<file path="src/bootrom.hex">
// Boot ROM image, 16 bytes per line starting at address 00.
5a 5b 58 59 5e 5f 5c 5d 52 53 50 51 56 57 54 55
4a 4b 48 49 4e 4f 4c 4d 42 43 40 41 46 47 44 45
7a 7b 78 79 7e 7f 7c 7d 72 73 70 71 76 77 74 75
6a 6b 68 69 6e 6f 6c 6d 62 63 60 61 66 67 64 65
1a 1b 18 19 1e 1f 1c 1d 12 13 10 11 16 17 14 15
0a 0b 08 09 0e 0f 0c 0d 02 03 00 01 06 07 04 05
3a 3b 38 39 3e 3f 3c 3d 32 33 30 31 36 37 34 35
2a 2b 28 29 2e 2f 2c 2d 22 23 20 21 26 27 24 25
da db d8 d9 de df dc dd d2 d3 d0 d1 d6 d7 d4 d5
ca cb c8 c9 ce cf cc cd c2 c3 c0 c1 c6 c7 c4 c5
fa fb f8 f9 fe ff fc fd f2 f3 f0 f1 f6 f7 f4 f5
ea eb e8 e9 ee ef ec ed e2 e3 e0 e1 e6 e7 e4 e5
9a 9b 98 99 9e 9f 9c 9d 92 93 90 91 96 97 94 95
8a 8b 88 89 8e 8f 8c 8d 82 83 80 81 86 87 84 85
ba bb b8 b9 be bf bc bd b2 b3 b0 b1 b6 b7 b4 b5
aa ab a8 a9 ae af ac ad a2 a3 a0 a1 a6 a7 a4 a5

</file>
<file path="src/gb_pkg.sv">
package gb_pkg;

	// Region bases of the CPU memory map.
	localparam logic [15:0] adr_vram_base = 16'h8000;
	localparam logic [15:0] adr_cram_base = 16'ha000;
	localparam logic [15:0] adr_wram_base = 16'hc000;
	localparam logic [15:0] adr_oam_base  = 16'hfe00;
	localparam logic [15:0] adr_io_base   = 16'hff00;
	localparam logic [15:0] adr_hram_base = 16'hff80;
	localparam logic [15:0] adr_ie        = 16'hffff;

	localparam logic [7:0] io_div  = 8'h04; // Offsets inside the FF00 page.
	localparam logic [7:0] io_brom = 8'h50;

	localparam int ext_adr_width = 21;
	localparam int hram_depth    = 127;
	localparam logic [7:0] open_bus = 8'hff;

	typedef struct packed {
		logic [15:0] adr;
		logic [7:0]  wdata;
		logic        read;
		logic        write;
	} gb_bus_req_t;

	typedef struct packed {
		logic bootrom;
		logic cart_rom;
		logic vram;
		logic cart_ram;
		logic wram;
		logic oam;
		logic io;
		logic hram;
		logic ie;
	} gb_region_t;

	typedef struct packed {
		logic       joypad;
		logic       serial;
		logic       divider;
		logic       timer;
		logic       int_flag;
		logic       sound;
		logic       ppu;
		logic       dma;
		logic       bootrom_reg;
		logic [1:0] spare;
	} gb_io_sel_t;

endpackage
</file>
<file path="src/gb_bus_top.sv">
module gb_bus_top import gb_pkg::*; (
	input  logic                     gbclk,
	input  logic                     rst,
	input  logic                     emu_mbc,
	input  gb_bus_req_t              cpu_bus,
	output logic [7:0]               rdata,
	input  logic [7:0]               ext_rdata,
	output logic [ext_adr_width-1:0] ext_adr,
	output logic [7:0]               ext_wdata,
	output logic                     ext_drive,
	output logic                     n_read,
	output logic                     n_write,
	output logic                     n_ram_cs,
	output logic                     n_cart_cs,
	output logic                     n_crom_cs,
	output logic                     n_cram_cs
);

	gb_region_t region;
	gb_io_sel_t io_sel;

	logic       hidden;
	logic [7:0] div_rdata;
	logic [7:0] hram_rdata;
	logic [7:0] brom_rdata;
	logic       crom_sel;
	logic       cram_sel;
	logic       cart_sel;
	logic       ext_region;

	assign ext_region = region.wram || region.cart_rom || region.cart_ram;

	gb_memmap u_memmap (
		.adr            (cpu_bus.adr),
		.bootrom_hidden (hidden),
		.region         (region)
	);

	gb_iomap u_iomap (
		.enable (region.io),
		.adr    (cpu_bus.adr[7:0]),
		.io_sel (io_sel)
	);

	gb_div u_div (
		.gbclk (gbclk),
		.rst   (rst),
		.write (cpu_bus.write && io_sel.divider),
		.rdata (div_rdata)
	);

	gb_hram u_hram (
		.gbclk (gbclk),
		.adr   (cpu_bus.adr[6:0]),
		.wdata (cpu_bus.wdata),
		.write (cpu_bus.write && region.hram),
		.rdata (hram_rdata)
	);

	gb_bootrom u_bootrom (
		.gbclk     (gbclk),
		.rst       (rst),
		.adr       (cpu_bus.adr[7:0]),
		.wdata     (cpu_bus.wdata),
		.write_reg (cpu_bus.write && io_sel.bootrom_reg),
		.rdata     (brom_rdata),
		.hidden    (hidden)
	);

	gb_mbc u_mbc (
		.gbclk    (gbclk),
		.rst      (rst),
		.emu_mbc  (emu_mbc),
		.adr      (cpu_bus.adr),
		.wdata    (cpu_bus.wdata),
		.write    (cpu_bus.write && (region.cart_rom || region.cart_ram)),
		.region   (region),
		.ext_adr  (ext_adr),
		.crom_sel (crom_sel),
		.cram_sel (cram_sel),
		.cart_sel (cart_sel)
	);

	// VRAM, OAM and unused I/O fall through to the open bus value.
	always_comb begin
		if (region.hram)
			rdata = hram_rdata;
		else if (io_sel.divider)
			rdata = div_rdata;
		else if (region.bootrom)
			rdata = brom_rdata;
		else if (ext_region)
			rdata = ext_rdata;
		else
			rdata = open_bus;
	end

	assign ext_wdata = cpu_bus.wdata;
	assign ext_drive = cpu_bus.write && ext_region;
	assign n_read    = !(cpu_bus.read && ext_region);
	assign n_write   = crom_sel || !(cpu_bus.write && ext_region); // ROM never sees a write.

	assign n_ram_cs  = rst || !region.wram;
	assign n_cart_cs = rst || !cart_sel;
	assign n_crom_cs = rst || !crom_sel;
	assign n_cram_cs = rst || !cram_sel;

	// The CPU presents one access per cycle.
	assert property (@(posedge gbclk) disable iff (rst) !(cpu_bus.read && cpu_bus.write))
		else $error("gb_bus_top: read and write in the same cycle");

endmodule

</file>
<file path="src/gb_mbc.sv">
module gb_mbc import gb_pkg::*; (
	input  logic                     gbclk,
	input  logic                     rst,
	input  logic                     emu_mbc,
	input  logic [15:0]              adr,
	input  logic [7:0]               wdata,
	input  logic                     write,
	input  gb_region_t               region,
	output logic [ext_adr_width-1:0] ext_adr,
	output logic                     crom_sel,
	output logic                     cram_sel,
	output logic                     cart_sel
);

	logic       ram_enable;
	logic [4:0] rom_bank;
	logic [1:0] upper_bank;

	// Register writes land in the ROM half, decoded by adr[14:13].
	always_ff @(posedge gbclk) begin
		if (rst) begin
			ram_enable <= 1'b0;
			rom_bank   <= 5'd1;
			upper_bank <= 2'd0;
		end else if (emu_mbc && write && !adr[15]) begin
			case (adr[14:13])
				2'b00: ram_enable <= (wdata[3:0] == 4'ha);
				2'b01: rom_bank <= (wdata[4:0] == 5'd0) ? 5'd1 : wdata[4:0];
				2'b10: upper_bank <= wdata[1:0];
				default: ; // Mode select is not modelled.
			endcase
		end
	end

	always_comb begin
		ext_adr = {{(ext_adr_width-16){1'b0}}, adr};
		if (emu_mbc) begin
			if (region.cart_rom && adr[14])
				ext_adr = {upper_bank, rom_bank, adr[13:0]}; // Switchable bank.
			else if (region.cart_ram)
				ext_adr = {{(ext_adr_width-15){1'b0}}, upper_bank, adr[12:0]};
		end
	end

	always_comb begin
		if (emu_mbc) begin
			crom_sel = region.cart_rom;
			cram_sel = region.cart_ram && ram_enable;
			cart_sel = 1'b0;
		end else begin
			crom_sel = 1'b0;
			cram_sel = 1'b0;
			cart_sel = region.cart_rom || region.cart_ram; // Real cartridge decodes itself.
		end
	end

endmodule

</file>
<file path="src/gb_bootrom.sv">
module gb_bootrom (
	input  logic       gbclk,
	input  logic       rst,
	input  logic [7:0] adr,
	input  logic [7:0] wdata,
	input  logic       write_reg,
	output logic [7:0] rdata,
	output logic       hidden
);

	logic [7:0] rom [0:255];

	initial begin
		$readmemh("/design/src/bootrom.hex", rom);
	end

	assign rdata = rom[adr];

	// Once hidden, the boot ROM stays out of the map until reset.
	always_ff @(posedge gbclk) begin
		if (rst)
			hidden <= 1'b0;
		else if (write_reg && wdata != 8'h00)
			hidden <= 1'b1;
	end

endmodule

</file>
<file path="src/gb_hram.sv">
module gb_hram import gb_pkg::*; (
	input  logic       gbclk,
	input  logic [6:0] adr,
	input  logic [7:0] wdata,
	input  logic       write,
	output logic [7:0] rdata
);

	logic [7:0] mem [0:hram_depth-1];

	always_ff @(posedge gbclk) begin
		if (write)
			mem[adr] <= wdata;
	end

	// Index 127 is the IE register and never reaches this array.
	assign rdata = mem[adr];

endmodule

</file>
<file path="src/gb_div.sv">
module gb_div (
	input  logic       gbclk,
	input  logic       rst,
	input  logic       write,
	output logic [7:0] rdata
);

	logic [15:0] count;

	// Any write clears the whole counter, not only the visible byte.
	always_ff @(posedge gbclk) begin
		if (rst || write)
			count <= '0;
		else
			count <= count + 16'd1;
	end

	assign rdata = count[15:8]; // DIV is the upper byte.

endmodule

</file>
<file path="src/gb_iomap.sv">
module gb_iomap import gb_pkg::*; (
	input  logic       enable,
	input  logic [7:0] adr,
	output gb_io_sel_t io_sel
);

	always_comb begin
		io_sel = '0;
		if (enable) begin
			case (adr) inside
				8'h00:           io_sel.joypad = 1'b1;
				[8'h01:8'h02]:   io_sel.serial = 1'b1;
				io_div:          io_sel.divider = 1'b1;
				[8'h05:8'h07]:   io_sel.timer = 1'b1; // TIMA, TMA, TAC.
				8'h0f:           io_sel.int_flag = 1'b1;
				[8'h10:8'h3f]:   io_sel.sound = 1'b1; // Sound registers and wave RAM.
				8'h46:           io_sel.dma = 1'b1; // Sits inside the PPU block.
				[8'h40:8'h4b]:   io_sel.ppu = 1'b1;
				io_brom:         io_sel.bootrom_reg = 1'b1;
				default:         io_sel = '0;
			endcase
		end
	end

endmodule

</file>
<file path="src/gb_memmap.sv">
module gb_memmap import gb_pkg::*; (
	input  logic [15:0] adr,
	input  logic        bootrom_hidden,
	output gb_region_t  region
);

	always_comb begin
		region = '0;
		if (adr < adr_vram_base) begin
			if (!bootrom_hidden && adr[15:8] == 8'h00)
				region.bootrom = 1'b1; // Overlay on the first 256 bytes.
			else
				region.cart_rom = 1'b1;
		end else if (adr < adr_cram_base) begin
			region.vram = 1'b1;
		end else if (adr < adr_wram_base) begin
			region.cart_ram = 1'b1;
		end else if (adr < adr_oam_base) begin
			region.wram = 1'b1; // Includes echo RAM E000-FDFF.
		end else if (adr < adr_oam_base + 16'h00a0) begin
			region.oam = 1'b1;
		end else if (adr < adr_io_base) begin
			region = '0; // FEA0-FEFF is unusable.
		end else if (adr < adr_hram_base) begin
			region.io = 1'b1;
		end else if (adr < adr_ie) begin
			region.hram = 1'b1;
		end else begin
			region.ie = 1'b1;
		end
	end

endmodule

</file>
<file path="config.mk">
export PLATFORM = sky130hd
export DESIGN_NAME = gb_bus_top
export DESIGN_NICKNAME = d
export VERILOG_FILES = /design/src/gb_pkg.sv /design/src/gb_bus_top.sv /design/src/gb_mbc.sv /design/src/gb_bootrom.sv /design/src/gb_hram.sv /design/src/gb_div.sv /design/src/gb_iomap.sv /design/src/gb_memmap.sv
export SDC_FILE = /design/constraint.sdc
export NUM_CORES = 1
export LEC_CHECK = 0
export BUFFER_PORTS_ARGS = -buffer_cell sky130_fd_sc_hd__buf_2
export CORE_ASPECT_RATIO = 0.6
export CORE_MARGIN = 2
export CORE_UTILIZATION = 45
export DETAILED_ROUTE_END_ITERATION = 16
export PLACE_DENSITY = 0.59
export SYNTH_ARGS = -nofsm -noshare
export SYNTH_HDL_FRONTEND = slang
export SYNTH_SLANG_ARGS = --single-unit
export TNS_END_PERCENT = 1
</file>
<file path="constraint.sdc">
create_clock -name gbclk -period 4.2 [get_ports gbclk]
set_clock_uncertainty 0.2 [all_clocks]
set_input_delay 0.84 -clock gbclk [delete_from_list [all_inputs] [get_ports gbclk]]
set_output_delay 0.84 -clock gbclk [all_outputs]
set_load 0.01 [all_outputs]
</file>
=== Word-level counts from Yosys, hierarchy flattened ===
Memories as Yosys holds them, arrays and structs flattened.
Index checks and enable logic that the tools add are counted.

* Flip-flop bits (word level): 25
* Memory bits (writable): 1,016
* Output and inout bits: 44
* Word-level logic and storage cells: 152
* Memories: 1

{| class="wikitable"
|+ Memories
! name !! words !! bits a word !! rd ports !! clocked after memory_dff !! write ports !! RTL line !! text
|-
| u_hram.mem || 127 || 8 || 1 || 0 || 1 || gb_hram.sv:9 || <nowiki>logic [7:0] mem [0:hram_depth-1];</nowiki>
|}

* Add/sub/neg operators: 1
* Magnitude comparators: 16
* Equality and inequality tests: 7
* Muxes and demuxes: 81
* Reductions and logical operators: 41

{| class="wikitable"
|+ Operator list
! operator !! count
|-
| $lt A16 B16 Y1 const B || 8
|-
| $mux W1 || 55
|-
| $mux W21 || 2
|-
| $mux W6 || 7
|-
| $mux W8 || 4
|-
| $add A16 B1 Y16 const B || 1
|-
| $eq A8 B7 Y1 const B || 2
|-
| $logic_and A1 B1 Y1 || 16
|-
| $logic_not A8 Y1 || 2
|-
| $mux W16 || 1
|-
| $mux W5 || 3
|-
| $logic_or A1 B1 Y1 || 9
|-
| $mux W3 || 3
|-
| $mux W9 || 1
|-
| $eq A8 B3 Y1 const B || 1
|-
| $eq A8 B4 Y1 const B || 1
|-
| $ge A8 B1 Y1 const B || 1
|-
| $ge A8 B3 Y1 const B || 1
|-
| $ge A8 B5 Y1 const B || 1
|-
| $ge A8 B7 Y1 const B || 1
|-
| $le A8 B2 Y1 const B || 1
|-
| $le A8 B3 Y1 const B || 1
|-
| $le A8 B6 Y1 const B || 1
|-
| $le A8 B7 Y1 const B || 1
|-
| other kinds (10) || 22
|}

=== Depth between registers and ports, before layout ===
Gate-level depths: netlist of run 1.

* Depth after elaboration: 17
* Gate-level depth with buffers: 11

=== Cells and area by module ===
Synthesis of run 1 repeated with hierarchy kept, for this count alone.

* Cell total of the unflattened synthesis: 2,651
* Area, all modules: 41,798.8 um2

{| class="wikitable"
|+ Modules (own cells, without submodules)
! module !! instances !! cells an instance !! area an instance (um2)
|-
| gb_hram || 1 || 2,367 || 39,561.7
|-
| gb_div || 1 || 89 || 780.7
|-
| gb_mbc || 1 || 72 || 585.6
|-
| gb_bus_top || 1 || 59 || 412.9
|-
| gb_iomap || 1 || 27 || 195.2
|-
| gb_memmap || 1 || 22 || 150.1
|-
| gb_bootrom || 1 || 15 || 112.6
|}

=== Least setup slack after synthesis of run 1 ===
No wires, ideal clock.

* Kind: input to output
* Start: in cpu_bus[10] (netlist name)
* End: out rdata[0]
* Data arrival time: 2.602 ns
* Required time: 3.160 ns
* Path slack: 0.558 ns
* Stages on the path: 9
* Cells stage by stage: buf_6 buf_6 buf_6 buf_6 mux4_2 a221oi_1 o21ai_0 nand4_1 o21ai_0

* Word-level cells in the longest chain between the ends: 12
* Elaborated cells on any way between the ends: 40
* Those cells by class: order compare: 10; eq/ne: 1; mux: 24; reduce/logical: 4; memory: 1

{| class="wikitable"
|+ Ends and longest elaborated chain
! element !! RTL line !! text
|-
| start: declaration || gb_bus_top.sv:5 || <nowiki>input gb_bus_req_t cpu_bus,</nowiki>
|-
| $lt A16 B16 Y1 || gb_memmap.sv:20 || <nowiki>end else if (adr < adr_oam_base + 16'h00a0) begin</nowiki>
|-
| $mux W5 || gb_memmap.sv:20 ||
|-
| $mux W1 / $mux W4 (equally long branches) || gb_memmap.sv:18 || <nowiki>end else if (adr < adr_oam_base) begin</nowiki>
|-
| $mux W5 / $mux W3 (equally long branches) || gb_memmap.sv:16 || <nowiki>end else if (adr < adr_wram_base) begin</nowiki>
|-
| $mux W6 / $mux W2 (equally long branches) || gb_memmap.sv:14 || <nowiki>end else if (adr < adr_cram_base) begin</nowiki>
|-
| $mux W6 / $mux W2 (equally long branches) || gb_memmap.sv:9 || <nowiki>if (adr < adr_vram_base) begin</nowiki>
|-
| $logic_or A1 B1 Y1 (2 in a row) || gb_bus_top.sv:31 || <nowiki>assign ext_region = region.wram || region.cart_rom || region.cart_ram;</nowiki>
|-
| $mux W8 || gb_bus_top.sv:92 || <nowiki>else if (ext_region)</nowiki>
|-
| $mux W8 || gb_bus_top.sv:90 || <nowiki>else if (region.bootrom)</nowiki>
|-
| $mux W8 || gb_bus_top.sv:88 || <nowiki>else if (io_sel.divider)</nowiki>
|-
| $mux W8 * || gb_bus_top.sv:86 || <nowiki>if (region.hram)</nowiki>
|-
| end: declaration || gb_bus_top.sv:6 || <nowiki>output logic [7:0] rdata,</nowiki>
|}

Every way passes the cells marked *; elsewhere a longest branch is shown, timed or not. The select of a mux whose other input is x is not followed.

=== Worst setup path in the final report of run 1 ===
* Start: in cpu_bus[11] (netlist name)
* End: out rdata[7]

Same word-level chain as after synthesis.

==> impl_metrics.json, run 1 <==
{
  "clk_pin_slew_ns": 0.06,
  "fp.dieArea_sq_um": 94200,
  "globalplace.congestion": 0.897,
  "cpMaxStageDelayCell": "a22oi_1",
  "ys_top_cells_by_count": "edfxtp_1 (1016), mux4_2 (232), nor2_1 (185)",
  "drive_above_1_share_pct": 29.9,
  "dr.pass1.iters": 6,
  "violations": "negative setup slack",
  "critPathArrivalTime_ns": 3.16,
  "cellLeakagePower_nw": 15.3,
  "fillers": 6995,
  "dpl-instance-area_sq_um": 44400,
  "wl_per_cell_um": 31.2,
  "chipHeight_um": 239,
  "end_kind": "output port",
  "grt_pass1_vias": 21700,
  "clockRootBuffer": "clkbuf_16",
  "netlist_instances": 2066,
  "rsz0062_at_grt": "true",
  "synth-seq-area-share_pct": 75.2,
  "path_max_fanout": 22,
  "syn_avg_cell_area_sq_um": 20.0,
  "overflow": 0,
  "slew_headroom_pct": 25.1,
  "drc": 0,
  "worstSetupStartpointType": "primary input",
  "clkLatencyLatePin_ns": 0.67,
  "grtUsageTotal_pct": 24.2,
  "timing.setup.tns_ns": -0.00318,
  "fin_crit_ns": 4.20,
  "synth_largest_area_cell": "edfxtp_1",
  "synthToLayoutAreaGrowth_pct": 15.5,
  "worstSetupPathType": "primary input to output port",
  "holdWs_ns": 0.298,
  "fmax_mhz": 238,
  "cts.sinks": 1041,
  "pin_count": 81,
  "synth_cell_types": 70,
  "worst-path-buf-inv": 5,
  "drv_slew": 0,
  "drt_iter0_markers": 2843,
  "hold_buffers": 0,
  "detail_route.vias_per_cell": 6.09,
  "setup_viol": 2,
  "synthArstFlopShare_pct": 0,
  "syn_area_sq_um": 41300,
  "p_per_area_nw_per_um2": 438,
  "num_vias": 22200,
  "timing.final.ws_setup_ns": -0.00294,
  "cts_tree": "done",
  "synth.most_common_cell": "edfxtp_1",
  "synth_top_flop_cell": "edfxtp_1",
  "synth_area_leaders": "edfxtp_1 (74%), mux4_2 (13%), nor2_1 (1.7%), mux2i_1 (1.6%), dfxtp_1 (1.2%)",
  "postRouteAntennaNets": 0,
  "core_sq_um": 90300,
  "numCtsBuffers": 89,
  "layout.nets": 2385,
  "drv_cap": 0,
  "finalWirelength_mm": 113,
  "rows": 85,
  "ir_worst_vdd_v": 0.000287,
  "yosysWarnings": 0,
  "dp_hpwl_mm": 74.3,
  "grt_pass1_wl_mm": 161,
  "outcome": "finished, violations left",
  "synth_top_cell_area_share_pct": 73.9,
  "antenna_found_initial": 3,
  "worst_pin_slew_ns": 1.12,
  "hold_viol": 0,
  "synth_edf_count": 1016,
  "critPathMaxStageDelay_ns": 0.33,
  "crit_family": "buffers and inverters",
  "start_util_pct": 45.7,
  "die_x_um": 395,
  "final_area_sq_um": 47700,
  "cp_cell_sequence": "buf_12 > buf_12 > buf_4 > buf_4 > mux4_2 > a22oi_1 > nand4_1 > nand4_1 > o21ai_1 > buf_2",
  "fin_crit_sh_pct": 100,
  "synth_seq_cells": 1041,
  "cts_buffer_depth": 3,
  "holdCritPathClass": "flip-flop to flip-flop",
  "htreeDepth": 3,
  "numPortBuffers": 80,
  "required_ns": 3.16,
  "grt_max_degree": 128,
  "syn_nets": 2104
}
## flip-flops by register name, summed over array words and instances, names as in the netlist
register and flops:
u_mbc.upper_bank 2, u_mbc.ram_enable 1, u_hram.mem 1016, u_bootrom.hidden 1, u_mbc.rom_bank 5, u_div.count 16
## final timing paths
path / cells past startpoint / end / start / slack, ns
setup / recovery: 10 / rdata[7] / cpu_bus[11] / -0.003
hold / removal: 2 / u_mbc.rom_bank[2] / u_mbc.rom_bank[2] / 0.30
setup reg to reg: 7 / u_div.count[12] / u_div.count[0] / 2.30
hold reg to reg: 2 / u_mbc.rom_bank[2] / u_mbc.rom_bank[2] / 0.30
## cells by family after synthesis
| group | Yosys count | synth area share [%] |
|---|---|---|
| AOI/OAI and AO/OA | 168 | 2.91 |
| xor gates and xnor gates | 14 | 0.297 |
| adders and majority gates | 1 | 0.0303 |
| buffers and inverters | 144 | 2.26 |
| DFF | 1041 | 75.2 |
| muxes | 316 | 15.2 |
| and+or+nand+nor | 382 | 4.11 |
## repair_timing
item                                    CTS  global route
resized for setup                        51            18
setup buffers                             1             0
endpoints found under the setup margin    8             8
cloned                                    3             2
pin swaps                                 7             7
## worst min-delay path: cells and delay by family, from the launching register on
kind / cells / cell delay [ns]
muxes: 1 / 0.06
DFF: 1 / 0.32
and+or+nand+nor: 1 / 0.08
## report_power, final
| group | internal, W | switching (W) | leakage, nW |
|---|---|---|---|
| combinational | 0.000526 | 0.000796 | 4.60 |
| sequential | 0.0114 | 0.00000304 | 9.33 |
| clock | 0.00447 | 0.00370 | 1.36 |
| total | 0.0164 | 0.00450 | 15.3 |
## stage by stage
step	cells	total power (W)	setup slack, ns	util [%]
final	3638	0.0209	-0.00294	52.8
after detailed placement	3469	0.0129	-0.390	49.2
after floorplan	2066	0.0122	0.558	-
after global routing	3637	0.0214	-0.0156	52.8
after global placement	3469	0.0129	-0.388	49.2
after CTS	3636	0.0210	-0.0257	52.7
## routing by layer
| metal | up-vias | wire [um] | GRT usage (%) |
|---|---|---|---|
| li1 | 9047 | - | - |
| met1 | 11700 | 50100 | 37.6 |
| met2 | 1247 | 46700 | 32.9 |
| met3 | 152 | 14300 | 8.14 |
| met4 | 4 | 2330 | 5.44 |
| met5 | - | 21 | 0 |
## cell type report
type	instances	area (sq um)	area share [%]
antenna	1	2.50	0.00525
clock buffer	109	2340	4.92
clock inverter	54	462	0.969
inverter	12	45.0	0.0945
multi-input combinational	881	9480	19.9
sequential	1041	31000	65.1
tap	1218	1520	3.20
timing repair buffer	322	2800	5.87
## layout by cell type (no fill, tap or decap), types with 10 or more instances in the layout
cell and n:
a22oi_1 31, clkbuf_16 93, clkinv_1 28, a31oi_1 11
o22ai_1 11, nand3_1 30, buf_12 28, buf_2 68
mux4_2 234, dfxtp_1 25, a21oi_1 13, edfxtp_1 1016
nand4_1 14, clkbuf_1 18, buf_4 206, clkinv_2 10
mux2i_1 59, o21ai_0 24, nor2_1 184, nand2_1 91
mux4_1 11, buf_6 11
Power figures use the tool's default switching activity.
==> inputs of run 2 (changes only) <==
Settings changed: CORE_UTILIZATION 45 to 50, PLACE_DENSITY 0.59 to 0.65.
==> run 2 against run 1 <==
  * The run still ends with negative setup slack left
  * Largest power group unchanged
  * Largest cell class unchanged
  * Highest routed layer is now met4
  * Non-clock buffer count rose by 135
  * Sequential power barely moved
  * Critical endpoint is now rdata[5]
  * Sequential share of layout area fell by 1.4 points
  * Register-to-register slack got worse by 0.11 ns
==> impl_metrics.json, run 2 (synthesis results as in run 1) <==
{
  "globalplace.congestion": 0.918,
  "cp_cell_sequence": "buf_16 > buf_12 > buf_12 > buf_8 > mux4_2 > mux2i_1 > o211ai_1 > o21ai_2 > a311oi_2 > o21bai_1 > buf_2",
  "setup_viol": 7,
  "drive_above_1_share_pct": 34.7,
  "ir_worst_vdd_v": 0.000373,
  "cellLeakagePower_nw": 16.1,
  "holdWs_ns": 0.296,
  "worstSetupPathType": "primary input to output port",
  "path_max_fanout": 8,
  "crit_start": "cpu_bus[10]",
  "dr.pass1.iters": 6,
  "numCtsBuffers": 91,
  "cts_buffer_depth": 3,
  "worst_pin_slew_ns": 0.991,
  "holdCritPathClass": "flip-flop to flip-flop",
  "largest-register": "u_hram.mem",
  "cts.sinks": 1041,
  "fin_util_pct": 59.7,
  "hold_start": "u_div.count[0]",
  "fillers": 5762,
  "outcome": "finished, violations left",
  "drc": 0,
  "chipHeight_um": 227,
  "cpMaxStageDelayCell": "o211ai_1",
  "rows": 81,
  "rsz0062_at_grt": "true",
  "worstSetupStartpointType": "primary input",
  "detail_route.vias_per_cell": 6.28,
  "fin_crit_ns": 4.28,
  "cts_tree": "done",
  "required_ns": 3.16,
  "critPathArrivalTime_ns": 3.24,
  "timing.final.ws_setup_ns": -0.0766,
  "regArea_sq_um": 31000,
  "p_per_area_nw_per_um2": 435,
  "die_x_um": 375,
  "finalWirelength_mm": 112,
  "r2r_start": "u_div.count[1]",
  "drv_cap": 0,
  "multi_input_area_sq_um": 9530,
  "critPathMaxStageDelay_ns": 0.51,
  "drv_slew": 0,
  "overflow": 0,
  "clkLatencyLatePin_ns": 0.67,
  "cpMostUsedCell": "buf_12",
  "dp_hpwl_mm": 74.1,
  "clk_pin_slew_ns": 0.06,
  "fin_crit_sh_pct": 102,
  "reg.largest.list": "u_hram.mem x1016, u_div.count x16, u_mbc.rom_bank x5",
  "hold_buffers": 0,
  "hold_viol": 0,
  "final_common_cell": "edfxtp_1",
  "num_antenna_cells": 0,
  "violations": "negative setup slack",
  "wl_per_cell_um": 30.9,
  "timing.setup.tns_ns": -0.304,
  "pin_count": 81,
  "layout.nets": 2522,
  "drt_iter0_markers": 3627,
  "htreeDepth": 3,
  "slew_headroom_pct": 34.0,
  "synthToLayoutAreaGrowth_pct": 18.0,
  "grtUsageTotal_pct": 26.8,
  "grt_pass1_wl_mm": 160,
  "start_util_pct": 50.6,
  "grt_pass1_vias": 22200,
  "largest_reg_flops": 1016,
  "fmax_mhz": 234,
  "postRouteAntennaNets": 0,
  "grt_max_degree": 81,
  "fp.dieArea_sq_um": 84900,
  "clockRootBuffer": "clkbuf_16",
  "end_kind": "output port",
  "core_sq_um": 81600,
  "numPortBuffers": 80,
  "num_vias": 22800,
  "layout_common_cells": "edfxtp_1 (1016), buf_4 (346), mux4_2 (236)",
  "antenna_found_initial": 4
}
run 2: cell types whose count changed in the layout (fill, tap and decap cells not counted), moves of 3 or more:
cell	delta
a221oi_2	+3
clkinv_1	-12
buf_4	+140
clkbuf_1	-6
buf_8	+3
clkinv_2	+11
nor2_4	+3
nor2_1	-3
buf_6	-3
a221oi_1	-3
clkinv_8	+4
run 2: critical path, delay by kind of cell:
kind | cells | cell delay (ns)
mux | 2 | 0.43
compound gates | 4 | 1.18
buf+inv | 5 | 0.75
run 2: path summary, 6_finish.rpt:
check,to,cells after the start,slack [ns]
setup / recovery,rdata[5],11,-0.08
hold / removal,u_div.count[0],1,0.30
setup reg to reg,u_div.count[12],7,2.19
hold reg to reg,u_div.count[0],1,0.30
run 2: where the power goes:
group          switching (W)  internal, W  leakage (nW)
clock network        0.00382      0.00464          1.46
registers         0.00000332       0.0114          9.33
logic               0.000797     0.000521          5.33
total                0.00462       0.0165          16.1
run 2: area by class of cell:
| class | count | share of cell area (%) |
|---|---|---|
| multi-input cells | 881 | 19.6 |
| repair buffers | 457 | 7.74 |
| clock buffers | 103 | 4.77 |
| inverters | 12 | 0.0925 |
| flip-flops and latches | 1041 | 63.7 |
| well taps | 1079 | 2.77 |
| clock inverters | 63 | 1.34 |
run 2: what timing repair did:
item	CTS	global route
setup buffers	10	0
cloned	2	0
gates resized for setup	58	15
hold endpoints to repair	0	0
setup endpoints to repair	8	8
pin swaps	9	6
run 2: metrics by stage:
stage	power (W)	cells	instance area, sq um	setup slack [ns]
floorplan	0.0122	2066	41300	0.558
global placement	0.0128	3460	45300	-0.367
detailed placement	0.0129	3460	45300	-0.393
CTS	0.0212	3636	48600	-0.0529
global route	0.0217	3636	48700	-0.140
finish	0.0212	3636	48700	-0.0766
run 2: metal layers:
layer | part of all wire [%] | vias up | global-route usage, % | routed length, um
li1 | - | 9315 | - | -
met1 | 43 | 11900 | 41.3 | 48000
met2 | 41 | 1428 | 35.9 | 46500
met3 | 14 | 147 | 10.1 | 15500
met4 | 2.1 | 0 | 6.61 | 2380
met5 | 0 | - | 0 | 0
